### src/hw/leaf_pkg.sv
`default_nettype none

package leaf_pkg;

    //////////////////////////////////////////////////////////////////////
    // Leaf geometry
    //////////////////////////////////////////////////////////////////////

    localparam int NUM_IN_PORTS  = 2;
    localparam int NUM_OUT_PORTS = 3;
    localparam int PAYLOAD_BITS  = 32;

    localparam int LEAF_BITS = 5;
    localparam int PORT_BITS = 4;
    localparam int ADDR_BITS = 7;

    // Destination port that marks a configuration packet
    localparam logic [PORT_BITS-1:0] CFG_PORT = 4'd0;

    //////////////////////////////////////////////////////////////////////
    // Packet format
    //////////////////////////////////////////////////////////////////////

    // Route write carried in the payload of a config packet
    typedef struct packed {
        logic [PORT_BITS-1:0]                          out_port;
        logic [LEAF_BITS-1:0]                          dst_leaf;
        logic [PORT_BITS-1:0]                          dst_port;
        logic [PAYLOAD_BITS-2*PORT_BITS-LEAF_BITS-1:0] pad;
    } route_cfg_t;

    // Same payload word, user data or route write depending on dst_port
    typedef union packed {
        logic [PAYLOAD_BITS-1:0] data;
        route_cfg_t              cfg;
    } leaf_payload_u;

    typedef struct packed {
        logic                 vld;
        logic [LEAF_BITS-1:0] dst_leaf;
        logic [PORT_BITS-1:0] dst_port;
        logic [ADDR_BITS-1:0] addr;
        leaf_payload_u        payload;
    } leaf_pkt_t;

    // One entry per user output stream
    typedef struct packed {
        logic                 valid;
        logic [LEAF_BITS-1:0] dst_leaf;
        logic [PORT_BITS-1:0] dst_port;
    } route_t;

endpackage

`default_nettype wire

### src/hw/stream_fifo.sv
`timescale 1ns/1ps
`default_nettype none

module stream_fifo import leaf_pkg::*; #(
    parameter int FIFO_DEPTH = 4
) (
    input  logic                    clk,
    input  logic                    rst,
    input  logic                    wr,
    input  logic [PAYLOAD_BITS-1:0] wdata,
    output logic [PAYLOAD_BITS-1:0] rdata,
    output logic                    vld,
    input  logic                    ack
);

    localparam int AW = $clog2(FIFO_DEPTH);

    logic [PAYLOAD_BITS-1:0] mem [FIFO_DEPTH];
    logic [AW-1:0]           wr_ptr;
    logic [AW-1:0]           rd_ptr;
    logic [AW:0]             count;
    logic                    push;
    logic                    pop;

    // Writes into a full FIFO are lost
    assign push = wr && (count != (AW+1)'(FIFO_DEPTH));
    assign pop  = vld && ack;

    assign vld   = (count != '0);
    assign rdata = mem[rd_ptr];

    always_ff @(posedge clk) begin
        if (rst) begin
            wr_ptr <= '0;
            rd_ptr <= '0;
            count  <= '0;
        end else begin
            if (push) wr_ptr <= wr_ptr + 1'b1;
            if (pop) rd_ptr <= rd_ptr + 1'b1;
            if (push && !pop) count <= count + 1'b1;
            else if (pop && !push) count <= count - 1'b1;
        end
    end

    always_ff @(posedge clk) begin
        if (push) mem[wr_ptr] <= wdata;
    end

endmodule

`default_nettype wire

### src/hw/leaf_ingress.sv
`timescale 1ns/1ps
`default_nettype none

module leaf_ingress import leaf_pkg::*; #(
    parameter logic [LEAF_BITS-1:0] LEAF_ID    = 5'd0,
    parameter int                   FIFO_DEPTH = 4
) (
    input  logic                                       clk,
    input  logic                                       rst,
    input  leaf_pkt_t                                  din,
    output route_t [NUM_OUT_PORTS-1:0]                 route,
    output logic [NUM_IN_PORTS-1:0][PAYLOAD_BITS-1:0]  in_data,
    output logic [NUM_IN_PORTS-1:0]                    in_vld,
    input  logic [NUM_IN_PORTS-1:0]                    in_ack
);

    logic                    for_us;
    logic                    cfg_hit;
    route_cfg_t              cfg;
    logic [NUM_IN_PORTS-1:0] fifo_wr;

    // Only packets addressed to this leaf are looked at
    assign for_us  = din.vld && (din.dst_leaf == LEAF_ID);
    assign cfg_hit = for_us && (din.dst_port == CFG_PORT);
    assign cfg     = din.payload.cfg;

    //////////////////////////////////////////////////////////////////////
    // Routing table
    //////////////////////////////////////////////////////////////////////

    // out_port is numbered from 1, entry 0 serves output port 1
    always_ff @(posedge clk) begin
        if (rst) begin
            route <= '0;
        end else if (cfg_hit) begin
            for (int j = 0; j < NUM_OUT_PORTS; j++) begin
                if (cfg.out_port == PORT_BITS'(j + 1)) begin
                    route[j].valid    <= 1'b1;
                    route[j].dst_leaf <= cfg.dst_leaf;
                    route[j].dst_port <= cfg.dst_port;
                end
            end
        end
    end

    //////////////////////////////////////////////////////////////////////
    // Input stream buffers
    //////////////////////////////////////////////////////////////////////

    genvar i;
    generate
        for (i = 0; i < NUM_IN_PORTS; i++) begin : g_in
            // Network port i+1 feeds user input stream i
            assign fifo_wr[i] = for_us && (din.dst_port == PORT_BITS'(i + 1));

            stream_fifo #(
                .FIFO_DEPTH(FIFO_DEPTH)
            ) stream_fifo_inst (
                .clk  (clk),
                .rst  (rst),
                .wr   (fifo_wr[i]),
                .wdata(din.payload.data),
                .rdata(in_data[i]),
                .vld  (in_vld[i]),
                .ack  (in_ack[i])
            );
        end
    endgenerate

endmodule

`default_nettype wire

### src/hw/leaf_egress.sv
`timescale 1ns/1ps
`default_nettype none

module leaf_egress import leaf_pkg::*; (
    input  logic                                       clk,
    input  logic                                       rst,
    input  logic                                       resend,
    input  route_t [NUM_OUT_PORTS-1:0]                 route,
    input  logic [NUM_OUT_PORTS-1:0][PAYLOAD_BITS-1:0] out_data,
    input  logic [NUM_OUT_PORTS-1:0]                   out_vld,
    output logic [NUM_OUT_PORTS-1:0]                   out_ack,
    output leaf_pkt_t                                  dout
);

    localparam int PW = $clog2(NUM_OUT_PORTS);

    logic [NUM_OUT_PORTS-1:0] eligible;
    logic [PW-1:0]            last_q;
    logic [PW-1:0]            grant_idx;
    logic                     grant_vld;
    logic                     send;
    logic [ADDR_BITS-1:0]     seq_q [NUM_OUT_PORTS];
    leaf_pkt_t                pkt_d;
    leaf_pkt_t                dout_q;

    // A stream without a route is never picked and stalls the kernel
    always_comb begin
        for (int i = 0; i < NUM_OUT_PORTS; i++) begin
            eligible[i] = out_vld[i] && route[i].valid;
        end
    end

    //////////////////////////////////////////////////////////////////////
    // Round-robin pick
    //////////////////////////////////////////////////////////////////////

    always_comb begin
        logic [PW-1:0] idx;
        grant_vld = 1'b0;
        grant_idx = '0;
        idx       = last_q;
        // Search starts one past the last granted port
        for (int k = 0; k < NUM_OUT_PORTS; k++) begin
            if (idx == PW'(NUM_OUT_PORTS - 1)) idx = '0;
            else idx = idx + 1'b1;
            if (!grant_vld && eligible[idx]) begin
                grant_vld = 1'b1;
                grant_idx = idx;
            end
        end
    end

    assign send = grant_vld && !resend;

    always_comb begin
        out_ack = '0;
        if (send) out_ack[grant_idx] = 1'b1;
    end

    //////////////////////////////////////////////////////////////////////
    // Packet build and output register
    //////////////////////////////////////////////////////////////////////

    always_comb begin
        pkt_d = '0;
        if (send) begin
            pkt_d.vld          = 1'b1;
            pkt_d.dst_leaf     = route[grant_idx].dst_leaf;
            pkt_d.dst_port     = route[grant_idx].dst_port;
            pkt_d.addr         = seq_q[grant_idx];
            pkt_d.payload.data = out_data[grant_idx];
        end
    end

    always_ff @(posedge clk) begin
        if (rst) begin
            last_q <= PW'(NUM_OUT_PORTS - 1);
            dout_q <= '0;
            for (int i = 0; i < NUM_OUT_PORTS; i++) seq_q[i] <= '0;
        end else begin
            // Held under resend so the packet gated off is shown afterwards
            if (!resend) dout_q <= pkt_d;
            if (send) begin
                last_q           <= grant_idx;
                seq_q[grant_idx] <= seq_q[grant_idx] + 1'b1;
            end
        end
    end

    assign dout = resend ? '0 : dout_q;

endmodule

`default_nettype wire

### src/hw/leaf_interface.sv
`timescale 1ns/1ps
`default_nettype none

module leaf_interface import leaf_pkg::*; #(
    parameter logic [LEAF_BITS-1:0] LEAF_ID    = 5'd0,
    parameter int                   FIFO_DEPTH = 4
) (
    input  logic                                       clk,
    input  logic                                       rst,
    input  leaf_pkt_t                                  din,
    output leaf_pkt_t                                  dout,
    input  logic                                       resend,
    input  logic                                       ap_start,
    output logic [NUM_IN_PORTS-1:0][PAYLOAD_BITS-1:0]  in_data,
    output logic [NUM_IN_PORTS-1:0]                    in_vld,
    input  logic [NUM_IN_PORTS-1:0]                    in_ack,
    input  logic [NUM_OUT_PORTS-1:0][PAYLOAD_BITS-1:0] out_data,
    input  logic [NUM_OUT_PORTS-1:0]                   out_vld,
    output logic [NUM_OUT_PORTS-1:0]                   out_ack,
    output logic                                       kernel_rst
);

    route_t [NUM_OUT_PORTS-1:0] route;
    logic                       run;

    // Kernel stays in reset until the first ap_start
    always_ff @(posedge clk) begin
        if (rst) run <= 1'b0;
        else if (ap_start) run <= 1'b1;
    end

    assign kernel_rst = rst || !run;

    leaf_ingress #(
        .LEAF_ID   (LEAF_ID),
        .FIFO_DEPTH(FIFO_DEPTH)
    ) leaf_ingress_inst (
        .clk    (clk),
        .rst    (rst),
        .din    (din),
        .route  (route),
        .in_data(in_data),
        .in_vld (in_vld),
        .in_ack (in_ack)
    );

    leaf_egress leaf_egress_inst (
        .clk     (clk),
        .rst     (rst),
        .resend  (resend),
        .route   (route),
        .out_data(out_data),
        .out_vld (out_vld),
        .out_ack (out_ack),
        .dout    (dout)
    );

endmodule

`default_nettype wire

### src/hw/user_kernel.sv
`timescale 1ns/1ps
`default_nettype none

module user_kernel import leaf_pkg::*; (
    input  logic                                       clk,
    input  logic                                       rst,
    input  logic [NUM_IN_PORTS-1:0][PAYLOAD_BITS-1:0]  in_data,
    input  logic [NUM_IN_PORTS-1:0]                    in_vld,
    output logic [NUM_IN_PORTS-1:0]                    in_ack,
    output logic [NUM_OUT_PORTS-1:0][PAYLOAD_BITS-1:0] out_data,
    output logic [NUM_OUT_PORTS-1:0]                   out_vld,
    input  logic [NUM_OUT_PORTS-1:0]                   out_ack
);

    logic                     ready_q;
    logic                     take;
    logic [NUM_OUT_PORTS-1:0] slot_next;

    // ready_q tracks all slots empty, and is low while in reset
    assign take   = (&in_vld) && ready_q;
    assign in_ack = {NUM_IN_PORTS{take}};

    assign slot_next = take ? '1 : (out_vld & ~out_ack);

    always_ff @(posedge clk) begin
        if (rst) begin
            out_vld <= '0;
            ready_q <= 1'b0;
        end else begin
            out_vld <= slot_next;
            ready_q <= ~|slot_next;
        end
    end

    // Slot 0 sum, slot 1 difference, slot 2 XOR
    always_ff @(posedge clk) begin
        if (take) begin
            out_data[0] <= in_data[0] + in_data[1];
            out_data[1] <= in_data[0] - in_data[1];
            out_data[2] <= in_data[0] ^ in_data[1];
        end
    end

endmodule

`default_nettype wire

### src/hw/leaf_top.sv
`timescale 1ns/1ps
`default_nettype none

module leaf_top import leaf_pkg::*; #(
    parameter logic [LEAF_BITS-1:0] LEAF_ID    = 5'd3,
    parameter int                   FIFO_DEPTH = 4
) (
    input  logic      clk,
    input  logic      rst,
    input  leaf_pkt_t din,
    output leaf_pkt_t dout,
    input  logic      resend,
    input  logic      ap_start
);

    logic [NUM_IN_PORTS-1:0][PAYLOAD_BITS-1:0]  in_data;
    logic [NUM_IN_PORTS-1:0]                    in_vld;
    logic [NUM_IN_PORTS-1:0]                    in_ack;
    logic [NUM_OUT_PORTS-1:0][PAYLOAD_BITS-1:0] out_data;
    logic [NUM_OUT_PORTS-1:0]                   out_vld;
    logic [NUM_OUT_PORTS-1:0]                   out_ack;
    logic                                       kernel_rst;

    leaf_interface #(
        .LEAF_ID   (LEAF_ID),
        .FIFO_DEPTH(FIFO_DEPTH)
    ) leaf_interface_inst (
        .clk       (clk),
        .rst       (rst),
        .din       (din),
        .dout      (dout),
        .resend    (resend),
        .ap_start  (ap_start),
        .in_data   (in_data),
        .in_vld    (in_vld),
        .in_ack    (in_ack),
        .out_data  (out_data),
        .out_vld   (out_vld),
        .out_ack   (out_ack),
        .kernel_rst(kernel_rst)
    );

    user_kernel user_kernel_inst (
        .clk     (clk),
        .rst     (kernel_rst),
        .in_data (in_data),
        .in_vld  (in_vld),
        .in_ack  (in_ack),
        .out_data(out_data),
        .out_vld (out_vld),
        .out_ack (out_ack)
    );

endmodule

`default_nettype wire

### config.mk
export PLATFORM = sky130hd
export DESIGN_NAME = leaf_top
export DESIGN_NICKNAME = d
export VERILOG_FILES = /design/src/hw/leaf_pkg.sv /design/src/hw/stream_fifo.sv /design/src/hw/leaf_ingress.sv /design/src/hw/leaf_egress.sv /design/src/hw/leaf_interface.sv /design/src/hw/user_kernel.sv /design/src/hw/leaf_top.sv
export SDC_FILE = /design/constraint.sdc
export NUM_CORES = 1
export LEC_CHECK = 0
export ABC_AREA = 1
export BUFFER_PORTS_ARGS = -buffer_cell sky130_fd_sc_hd__buf_2
export CORE_UTILIZATION = 45
export DETAILED_ROUTE_END_ITERATION = 8
export SLEW_MARGIN = 20
export SYNTH_ARGS = -nofsm -noshare
export SYNTH_HDL_FRONTEND = slang
export SYNTH_SLANG_ARGS = --single-unit
### constraint.sdc
create_clock -name clk -period 4.5 [get_ports clk]
set_input_delay 0.45 -clock clk [delete_from_list [all_inputs] [get_ports clk]]
set_output_delay 0.45 -clock clk [all_outputs]
set_load 0.01 [all_outputs]
Word level (Yosys, flattened, before mapping)
Memories as Yosys holds them, arrays and structs flattened. A register that Yosys moved wholly into a read port is not among the register bits.
Index checks and enable logic that the tools add are counted.

cells by class
  order comparisons = 5
  reductions and logical operators = 41
  eq/ne operators = 11
  mux-type cells = 45
  bitwise logic cells = 3
  add/subtract/negate cells = 14

operator list
  cell                                                 number
  two-way mux 49 bit                                   2
  binary-select mux 32 bit (select 2 bit)              1
  adder 32 bit                                         1
  two-way mux 32 bit                                   1
  subtractor 32 bit                                    1
  XOR 32 bit                                           1
  two-way mux 2 bit                                    11
  binary-select mux 10 bit (select 2 bit)              1
  logical AND 1 bit                                    20
  two-way mux 3 bit                                    6
  two-way mux 1 bit                                    17
  adder 2 x 1 -> 2 bit (second input constant)         7
  == test 4 x 2 -> 1 bit (second input constant)       3
  < comparator 2 x 3 -> 1 bit (second input constant)  4
  logical NOT 1 bit                                    9
  two-way mux 9 bit                                    1
  == test 4 x 1 -> 1 bit (second input constant)       2
  AND reduction 2 bit                                  4
  adder 7 x 1 -> 7 bit (second input constant)         1
  two-way mux 7 bit                                    1
  OR reduction 7 bit                                   1
  adder 3 x 1 -> 3 bit (second input constant)         2
  binary-select mux 1 bit (select 2 bit)               3
  == test 2 bit (second input constant)                3
  other kinds (12)                                     16

storage, ports and cells
  bits of input ports = 53
  bits in writable memories = 277
  memories = 3
  flip-flop bits (word level) = 196

memory list
  memory                                                              depth  width  rd ports  clocked after Yosys merged registers in  wr ports  RTL line           source
  leaf_interface_inst.leaf_ingress_inst.g_in[0].stream_fifo_inst.mem  4      32     1         1                                        1         stream_fifo.sv:18  logic [PAYLOAD_BITS-1:0] mem [FIFO_DEPTH];
  leaf_interface_inst.leaf_ingress_inst.g_in[1].stream_fifo_inst.mem  4      32     1         1                                        1         stream_fifo.sv:18
  leaf_interface_inst.leaf_egress_inst.seq_q                          3      7      1         0                                        3         leaf_egress.sv:22  logic [ADDR_BITS-1:0] seq_q [NUM_OUT_PORTS];

Depth between registers and ports, before layout
  depth after elaboration = 21
  gate-level depth with buffers = 23
  gate-level depth less buffers = 21

Cells and area by module
A second synthesis with hierarchy kept.

unflattened totals
  cell total of the unflattened synthesis = 2645
  area total of the unflattened synthesis = 24312.1 um^2

by module, submodules not included
  module          area each (um^2)  seq. area each (um^2)  cells an instance  times used
  stream_fifo     5262.5            4023.9                 377                2
  user_kernel     8250.4            2902.8                 1115               1
  leaf_egress     4139.0            1651.6                 584                1
  leaf_ingress    1357.6            600.6                  187                1
  leaf_interface  40.0              20.0                   5                  1

Least setup slack after synthesis
No wires, ideal clock.

  kind = register to register
  from = register with a tool-made name
  to = register user_kernel_inst.out_data[24] (netlist name) (data pin)
  buffers on the path = 2
  cell stages (with the launch flop) = 19
  arrival = 2975 ps
  setup time = 269 ps
  clock period less this slack = 3244 ps
  path slack = 1256 ps
  cell sequence = dfxtp_1 > clkbuf_1 > buf_1 > o21ai_0 > o22ai_1 > ha_1 > inv_1 > fa_1 > o31ai_1 > nand2_1 > nand2_1 > nand2_1 > nand2_1 > nand2_1 > nand2_1 > nand2_1 > nand2_1 > a21oi_1 > xor2_1

RTL lines
  what           RTL line           source
  end, declared  user_kernel.sv:10  output logic [NUM_OUT_PORTS-1:0][PAYLOAD_BITS-1:0] out_data,

==> reports/qor.yml <==
power:
  power_leakage_nw: 9.56
  p_sw_mw: 1.80
  power_frac_clock_pct: 45.2
  swShare_pct: 20.4
  p_seq_share_pct: 53.5
  ir_drop_mv: 0.283
  p_int_mw: 7.01
  p_comb_share_pct: 1.3
  power_density_mw_per_mm2: 359
timing:
  slew_headroom_pct: 35.7
  max_freq_mhz: 256
  setup_tns_ns: 0
  period_share_pct: 86.8
  fin_ws_ns: 0.593
  final_hold_viol_count: 0
  fin_crit_ns: 3.91
  setup_viol: 0
  tightest_slew_ns: 0.964
  slew_viol_final: 0
  rsz0062_at_grt: "no"
  skew_ns: 0.0182
cts:
  cts-resized-gates: 0
  cts-root-buf: "clkbuf_16"
  cts_hold_buf: 0
  clk_transition_reported_paths_ns: 0.06
  clockBufferDepth: 3
  cts_buffers: 49
  postCtsSetupBuffers: 0
  insertion_delay_ns: 0.60
  cts_tree: "built"
  cts.sinks: 475
  h-tree-depth: 2
yosys:
  synth_area_sq_mm: 0.0218
  synth_cell_types: 45
  synth_edf_count: 371
  yosys_warnings: 0
  synth_fp_nets: 2280
  syn_area_per_cell_sq_um: 10.1
  ys.flop_type: "edfxtp_1"
  ys_seq_area_share_pct: 60.7
  async_flop_share_pct: 0
  synth_cells: 2151
  synth_seq_cells: 475
critical_path:
  slowest_stage: "inv_1"
  worstPathMaxFanout: 19
  required_ns: 4.83
  crit_path_start_kind: "flip-flop"
  worstPathCellList: "inv_1 > a21oi_1 > a32oi_1 > ha_1 > inv_1 > fa_1 > o31ai_1 > nand2_1 > nand2_1 > a21o_1 > nand4_1 > nand2_1 > a21oi_1 > xor2_1"
  slowest_delay_ns: 0.65
  r2r_end: "user_kernel_inst.out_data[28]"
  critPathCaptureType: "flip-flop"
  r2r_slack_ns: 0.59
  path_delay_family: "compound AO/OA/AOI/OAI gates"
  critPathBufInv: 2
  cp_common_cell: "nand2_1"
  crit_type: "reg -> reg"
  reg2reg_depth: 14
  worstPathArrival_ns: 4.24
final_layout:
  syn2layout_area_growth_pct: 12.7
  fin_nets: 2361
  finalNonFillerCells: 2890
  post-route-util_pct: 51.4
  drive_gt1_share_pct: 11.1
worst_hold_path:
  hp-class: "in -> reg"
  hold_depth: 3
  holdPathEnd: "leaf_interface_inst.run"
  hp-start: "ap_start"
drt:
  wl_per_cell_um: 18.1
  first_pass_iters: 5
  drc_errors: 0
  via_per_inst: 5.28
  first_iter_violations: 1130
  vias: 15300
  finalWirelength_um: 52400
  ant_nets: 0
placed_design:
  pre_cts_ws_ns: 0.585
  portBuffers: 94
  dp_cells: 2796
  dp_hpwl_um: 36400
  gp_congestion: 0.958
die:
  die-area_sq_mm: 0.0493
  dieHeight_um: 222
  fp-row-count: 80
  die_x_um: 222
  start_util_pct: 45.6
  ioPinCount: 102
  fp.coreArea_sq_mm: 0.0477
run_status:
  status: "finished clean"
global_route:
  grtUsageTotal_pct: 21.1
  grt_first_pass_wirelength_um: 80600
  antenna_found_initial: 4
  grt-ovfl-total: 0
  grt_max_degree: 65
  grt_pass1_vias: 14100
job:
  maxCapViolCount: 0
[layout by cell type, fill, tap and decap left out, types with 14 or more instances in the layout]
master / synthesis / layout
nor2_1: 271 / 262
xor2_1: 58 / 58
buf_4: 3 / 32
buf_2: 11 / 94
nand3_1: 55 / 55
nand2_1: 343 / 343
inv_1: 254 / 253
clkbuf_16: 0 / 50
a22oi_1: 14 / 14
a21oi_1: 134 / 134
a32oi_1: 32 / 32
edfxtp_1: 371 / 371
dfxtp_1: 104 / 102
o22ai_1: 51 / 51
ha_1: 72 / 72
nor3_1: 15 / 15
o21ai_0: 149 / 149
[kinds of logic after synthesis]
kind of cell / count (synthesis) / share of synthesized area, %
AO/OA/AOI/OAI: 448 / 12.1
XOR/XNOR: 60 / 2.41
adder cells (fa/ha/maj): 76 / 4.51
buffers and inverters: 361 / 6.41
flip-flops: 475 / 60.7
AND/OR/NAND/NOR: 731 / 13.8
[power groups by stage]
stage / Combinational, mW / Clock, mW / Sequential, mW
5_1_grt: 0.131 / 4.22 / 4.71
3_3_place_gp: 0.114 / 0 / 4.81
6_report: 0.117 / 3.98 / 4.72
2_1_floorplan: 0.0460 / 0 / 4.81
4_1_cts: 0.118 / 4.06 / 4.72
3_5_place_dp: 0.118 / 0 / 4.81
[tightest hold or removal path, stage by stage]
cell    delay, ns
buf_2        0.08
nor2_1       0.03
nor2_1       0.06
[through the flow]
step | cell area, sq um | total power, mW | hold slack [ns]
global placement | 23000 | 4.92 | 0.425
finish | 24500 | 8.81 | 0.0595
global route | 24500 | 9.06 | 0.0485
floorplan | 21800 | 4.86 | 0.412
CTS | 24500 | 8.89 | 0.0364
detailed placement | 23000 | 4.93 | 0.434
[how the worst max path moves through the flow]
stage	end	cells after the start
after detailed placement	user_kernel_inst.out_data[28]	14
after global placement	user_kernel_inst.out_data[28]	14
after CTS	user_kernel_inst.out_data[28]	14
final	user_kernel_inst.out_data[28]	14
after floorplan	user_kernel_inst.out_data[24]	18
after global routing	user_kernel_inst.out_data[24]	16
[layer usage]
layer	track usage, %	wire length [um]
met4	6.23	1090
met1	30.9	24900
met2	33.0	23800
met3	2.68	2640
met5	0	12
[cells in the mapped netlist, drive strengths merged (3+ instances only)]
library cell	n	share of area, %
a211oi	13	0.45
a21boi	4	0.14
a21o	8	0.28
a21oi	134	3.1
a221oi	5	0.20
a22o	3	0.12
a22oi	14	0.48
a32oi	32	1.3
buf	22	0.56
clkbuf	76	1.3
dfxtp	104	9.6
edfxtp	371	51
fa	4	0.37
ha	72	4.1
inv	263	4.5
nand2	351	6.1
nand3	63	1.7
nand3b	5	0.17
nand4	13	0.37
nor2	276	4.9
nor3	15	0.34
nor4	4	0.11
o211ai	5	0.17
o21a	5	0.17
o21ai	154	3.5
o21bai	9	0.31
o221ai	6	0.24
o22ai	51	1.5
or2	4	0.11
xor2	58	2.3
[area by class of cell]
class | count | area (sq um)
Antenna cell | 2 | 5.00
Clock buffer | 66 | 1370
Clock inverter | 26 | 214
Fill cell | 4347 | 23200
Inverter | 263 | 988
Multi-Input combinational cell | 1315 | 7220
Sequential cell | 475 | 13200
Tap cell | 615 | 769
Timing Repair Buffer | 128 | 751
(Power assumes the default switching activity.)
